===== config.mk =====
export PLATFORM = sky130hd
export DESIGN_NAME = classSelect
export DESIGN_NICKNAME = d
export VERILOG_FILES = /design/src/hw/classifierPkg.sv /design/src/hw/classSelect.sv
export VERILOG_INCLUDE_DIRS = /design/src /design/src/include
export SDC_FILE = /design/constraint.sdc
export NUM_CORES = 1
export LEC_CHECK = 0
export ABC_CLOCK_PERIOD_IN_PS = 5750
export BUFFER_PORTS_ARGS = -buffer_cell sky130_fd_sc_hd__buf_4
export CAP_MARGIN = 15
export CORE_AREA = 8 8 74 63
export DETAILED_ROUTE_END_ITERATION = 8
export DIE_AREA = 0 0 82 71
export PLACE_DENSITY = 0.73
export SLEW_MARGIN = 0
export SYNTH_ARGS = -nofsm -noshare
export SYNTH_HDL_FRONTEND = slang
export SYNTH_SLANG_ARGS = --single-unit

===== constraint.sdc =====
create_clock -name clk -period 5.75 [get_ports clk]
set_input_delay 0 -clock clk [delete_from_list [all_inputs] [get_ports clk]]
set_output_delay 0 -clock clk [all_outputs]
set_load 0.05 [all_outputs]

===== src/include/classifier_cfg.svh =====
`ifndef CLASSIFIER_CFG_SVH
`define CLASSIFIER_CFG_SVH

// Network shape.
`define FEATURE_COUNT 15
`define HIDDEN_COUNT 8
`define CLASS_COUNT 4

// Datapath widths.
`define ACT_WIDTH 8
`define ACC_WIDTH 23

// Features to class result, in cycles.
// Two dense layers of three cycles each, then the selector.
`define LATENCY 7

`endif


===== src/hw/classifierPkg.sv =====
`include "classifier_cfg.svh"

package classifierPkg;

	typedef enum logic
	{
		hiddenKind,
		outputKind
	} layerKind;

	typedef logic [`FEATURE_COUNT-1:0][`ACT_WIDTH-1:0] featureVec;
	typedef logic [`HIDDEN_COUNT-1:0][`ACT_WIDTH-1:0] hiddenVec;
	typedef logic [`CLASS_COUNT-1:0][`ACT_WIDTH-1:0] scoreVec;
	typedef logic [$clog2(`CLASS_COUNT)-1:0] classIdx;

	// Index 0 is the leftmost weight of a row.
	typedef logic [0:`FEATURE_COUNT-1][7:0] weightRow;
	typedef logic [0:`HIDDEN_COUNT-1][7:0] outputRow;

	localparam weightRow hiddenWeights [`HIDDEN_COUNT] = '{
		{8'sd8, 8'sd32, 8'sd60, 8'sd28, -8'sd20, -8'sd8, 8'sd42, 8'sd40,
			-8'sd46, -8'sd4, 8'sd52, -8'sd30, 8'sd16, 8'sd20, 8'sd6},
		{-8'sd12, 8'sd18, 8'sd4, -8'sd36, 8'sd50, 8'sd22, -8'sd10, 8'sd14,
			8'sd30, -8'sd26, 8'sd8, 8'sd44, -8'sd18, 8'sd2, 8'sd24},
		{8'sd40, -8'sd6, -8'sd22, 8'sd12, 8'sd16, -8'sd48, 8'sd26, -8'sd2,
			8'sd10, 8'sd34, -8'sd14, 8'sd6, 8'sd38, -8'sd28, 8'sd0},
		{8'sd2, 8'sd14, -8'sd30, 8'sd56, -8'sd8, 8'sd10, 8'sd20, -8'sd40,
			8'sd18, 8'sd6, 8'sd28, -8'sd12, -8'sd4, 8'sd46, -8'sd16},
		{-8'sd24, -8'sd34, 8'sd12, 8'sd8, 8'sd36, 8'sd4, -8'sd18, 8'sd30,
			-8'sd6, 8'sd48, 8'sd2, 8'sd20, -8'sd38, 8'sd10, 8'sd26},
		{8'sd16, 8'sd26, 8'sd38, -8'sd14, -8'sd2, 8'sd30, 8'sd8, -8'sd20,
			8'sd44, -8'sd10, -8'sd32, 8'sd18, 8'sd12, 8'sd4, -8'sd42},
		{8'sd54, -8'sd16, 8'sd6, 8'sd20, 8'sd24, -8'sd12, -8'sd36, 8'sd10,
			8'sd2, 8'sd18, 8'sd40, -8'sd8, 8'sd28, -8'sd22, 8'sd14},
		{-8'sd4, 8'sd10, 8'sd28, 8'sd4, -8'sd44, 8'sd36, 8'sd12, 8'sd22,
			-8'sd28, 8'sd16, 8'sd6, 8'sd34, -8'sd10, 8'sd30, 8'sd8}
	};

	localparam logic signed [15:0] hiddenBias [`HIDDEN_COUNT] = '{
		-16'sd512, 16'sd256, -16'sd128, 16'sd640,
		16'sd0, -16'sd1024, 16'sd384, -16'sd256
	};

	localparam outputRow outputWeights [`CLASS_COUNT] = '{
		{8'sd12, -8'sd8, 8'sd20, 8'sd6, -8'sd14, 8'sd10, 8'sd4, 8'sd16},
		{-8'sd6, 8'sd18, 8'sd2, 8'sd14, 8'sd8, -8'sd12, 8'sd22, -8'sd4},
		{8'sd16, 8'sd4, -8'sd10, 8'sd20, 8'sd12, 8'sd6, -8'sd16, 8'sd8},
		{8'sd4, 8'sd10, 8'sd14, -8'sd6, 8'sd18, 8'sd2, 8'sd8, 8'sd12}
	};

	// Classes 0 and 1 share a bias, so a zero hidden layer gives a tie.
	localparam logic signed [15:0] outputBias [`CLASS_COUNT] = '{
		16'sd320, 16'sd320, -16'sd192, 16'sd128
	};

endpackage


===== src/hw/classSelect.sv =====
`include "classifier_cfg.svh"

module classSelect (
	input logic clk,
	input logic reset,
	input classifierPkg::scoreVec scores,
	output classifierPkg::classIdx classOut,
	output logic [`ACT_WIDTH-1:0] bestScore
);

	import classifierPkg::*;

	classIdx bestIdx;
	logic [`ACT_WIDTH-1:0] bestVal;

	// Scores are unsigned activations.
	always_comb
	begin
		bestIdx = '0;
		bestVal = scores[0];
		for (int i = 1; i < `CLASS_COUNT; i++)
		begin
			if (scores[i] > bestVal) // Strict, so the lower index keeps a tie.
			begin
				bestIdx = classIdx'(i);
				bestVal = scores[i];
			end
		end
	end

	always_ff @(posedge clk)
	begin
		if (reset)
		begin
			classOut <= '0;
			bestScore <= '0;
		end
		else
		begin
			classOut <= bestIdx;
			bestScore <= bestVal;
		end
	end

endmodule


==> metrics.yaml <==
outcome: "finished, final reports clean"
met1_length_mm: 1.64
dr.pass1.iters: 4
syn-cell-area_um2: 1320
setup_viol: 0
postSynthCellCount: 157
antenna_found_initial: 0
syn-num-nets: 214
p_sw_share_pct: 45.0
synth_cell_types: 42
dp_hpwl_mm: 2.86
ant_nets: 0
grt_max_degree: 11
grt_util_all_layers_pct: 11.5
numCtsBuffers: 3
clock-sinks: 10
htreeDepth: 1
seq_power_share_pct: 19.7
dr_wl_met2_mm: 1.42
regArea_um2: 200
ys_ff_latch: 10
seq_area_frac_synth_pct: 15.2
rows: 20
synth_ff_type: "dfxtp_1"
path_class: "in2reg"
design_area_um2: 1800
timing.hold.ws_ns: 0.0503
critPathArrivalTime_ns: 5.06
dp.cells: 241
p_per_area_nw_per_um2: 265
die_area_um2: 5820
final_cell_mix: "43 x buf_4, 23 x ha_1, 20 x inv_1, 10 x nand2_1, 10 x dfxtp_1"
crit_slowest_cell: "nor4_4"
layout_commonest_cell: "buf_4"
crit_required_ns: 5.89
cp-start-kind: "input pin"
finalPower_mw: 0.477
cpPeakStageDelay_ns: 0.45
wl_per_cell_um: 13.0
routed_via_density: 5.12
fill_cells: 353
period_share_pct: 85.7
vias: 1289
highest_layer: "met3"
period_needed_ns: 4.93
dp_slack_ns: 0.610
areaGrowthSynthToFinish_pct: 36.7
min_path_type: "in2reg"
p_comb_share_pct: 62.1
cp-end-kind: "register"
drtIter0Drc: 49
maxCapViolCount: 0
io-pin-count: 44
cts_tree: "yes"
drc: 0
net-switching-power_mw: 0.215
final_cells: 252
synth_area_per_cell_um2: 8.38
synth-edff-count: 0
grt_remaining_overflow: 0
drive_gt1_share_pct: 32.7
core_area_um2: 3550
num_antenna_cells: 0
initial_core_util_pct: 37.0
multiInputGateArea_um2: 1020
portBuffers: 43
slew_headroom_pct: 62.2
finish.utilization_pct: 50.6
final_nets: 266
finalWorstSetupSlack_ns: 0.824
p_leak_nw: 0.859
ir_drop_v: 0.000165
rsz0062_at_grt: "false"
tightest_slew_ns: 0.563
dpl-instance-area_um2: 1670
critPathMaxFanout: 8
wirelength_mm: 3.28
clk_pin_slew_ns: 0.05
clock-root-buffer: "clkbuf_8"
fin_setup_tns_ns: 0
internal_power_mw: 0.263
clockBufferDepth: 2
grt_pass1_wl_mm: 5.51
yosysWarnings: 0
grt_pass1_vias: 1253
finalHoldViolCount: 0
fp.dieH_um: 71
met3_length_um: 214
gp_congestion: 0.818
clock_power_share_pct: 18.2
die_w_um: 82
max_freq_mhz: 203
slew_viol_final: 0
async_flop_share_pct: 0
power groups by stage:
stage | Sequential, mW | Clock, mW | Combinational, mW
2_1_floorplan | 0.165 | 0 | 0.142
5_1_grt | 0.0966 | 0.0959 | 0.324
4_1_cts | 0.0944 | 0.0904 | 0.297
6_report | 0.0941 | 0.0870 | 0.296
3_5_place_dp | 0.0953 | 0 | 0.292
3_3_place_gp | 0.0955 | 0 | 0.290
timing repair:
| action | 4_1_cts | 5_1_grt |
|---|---|---|
| gates resized for setup | 0 | 0 |
| endpoints found under the hold margin | 8 | 0 |
| endpoints found under the setup margin | 0 | 0 |
| setup buffers | 0 | 0 |
| hold buffers | 7 | 0 |
synth_stat cells, types with 2 or more instances:
master,n,area (µm²)
a211oi_1,2,15.0
nand2_1,10,37.5
o21ai_1,3,15.0
nand3_1,3,15.0
a21oi_1,8,40.0
a21o_1,2,15.0
inv_1,20,75.1
nand4_1,5,31.3
o31ai_1,6,45.0
nor4_1,7,43.8
dfxtp_1,10,200
or2_1,6,37.5
a31oi_2,7,87.6
mux2_2,7,78.8
o21a_1,2,15.0
ha_1,23,288
o21ai_0,2,10.0
nor2_1,9,33.8
o22ai_1,2,12.5
worst max-delay path, delay by kind of cell:
kind | cells | cell delay [ns]
compound gates | 7 | 1.19
fa+ha+maj | 3 | 0.84
simple gates | 10 | 2.34
buf+inv | 4 | 0.25
mux | 1 | 0.40
layout make-up:
class                           count  area share (%)
Sequential cell                    10            11.1
Tap cell                           44            3.06
Clock buffer                        4            3.06
Inverter                           21            4.38
Multi-Input combinational cell    123            56.5
Timing Repair Buffer               50            21.9
flip-flops by register name, summed over array words and instances (netlist names):
register	cells
classOut	2
bestScore	8
path summary, 6_finish.rpt:
kind / end / cells after the start / startpoint
max: bestScore[0]$_SDFF_PP0_ / 25 / scores[3]
min: bestScore[0]$_SDFF_PP0_ / 3 / scores[24]
logic make-up after synthesis:
family,Yosys count,share of synthesized area [%]
AO/OA/AOI/OAI,44,28.3
AND/OR/NAND/NOR,49,21.1
multiplexers,7,5.99
adder cells (fa/ha/maj),23,21.9
buffers and inverters,24,7.52
flip-flops,10,15.2
per-layer routing:
metal | track usage (%) | vias to the layer above
met5 | 0 | -
li1 | - | 692
met2 | 17.4 | 33
met3 | 4.18 | 0
met4 | 0.584 | 0
met1 | 15.8 | 564
No activity file was read; power rests on OpenSTA's default activity.
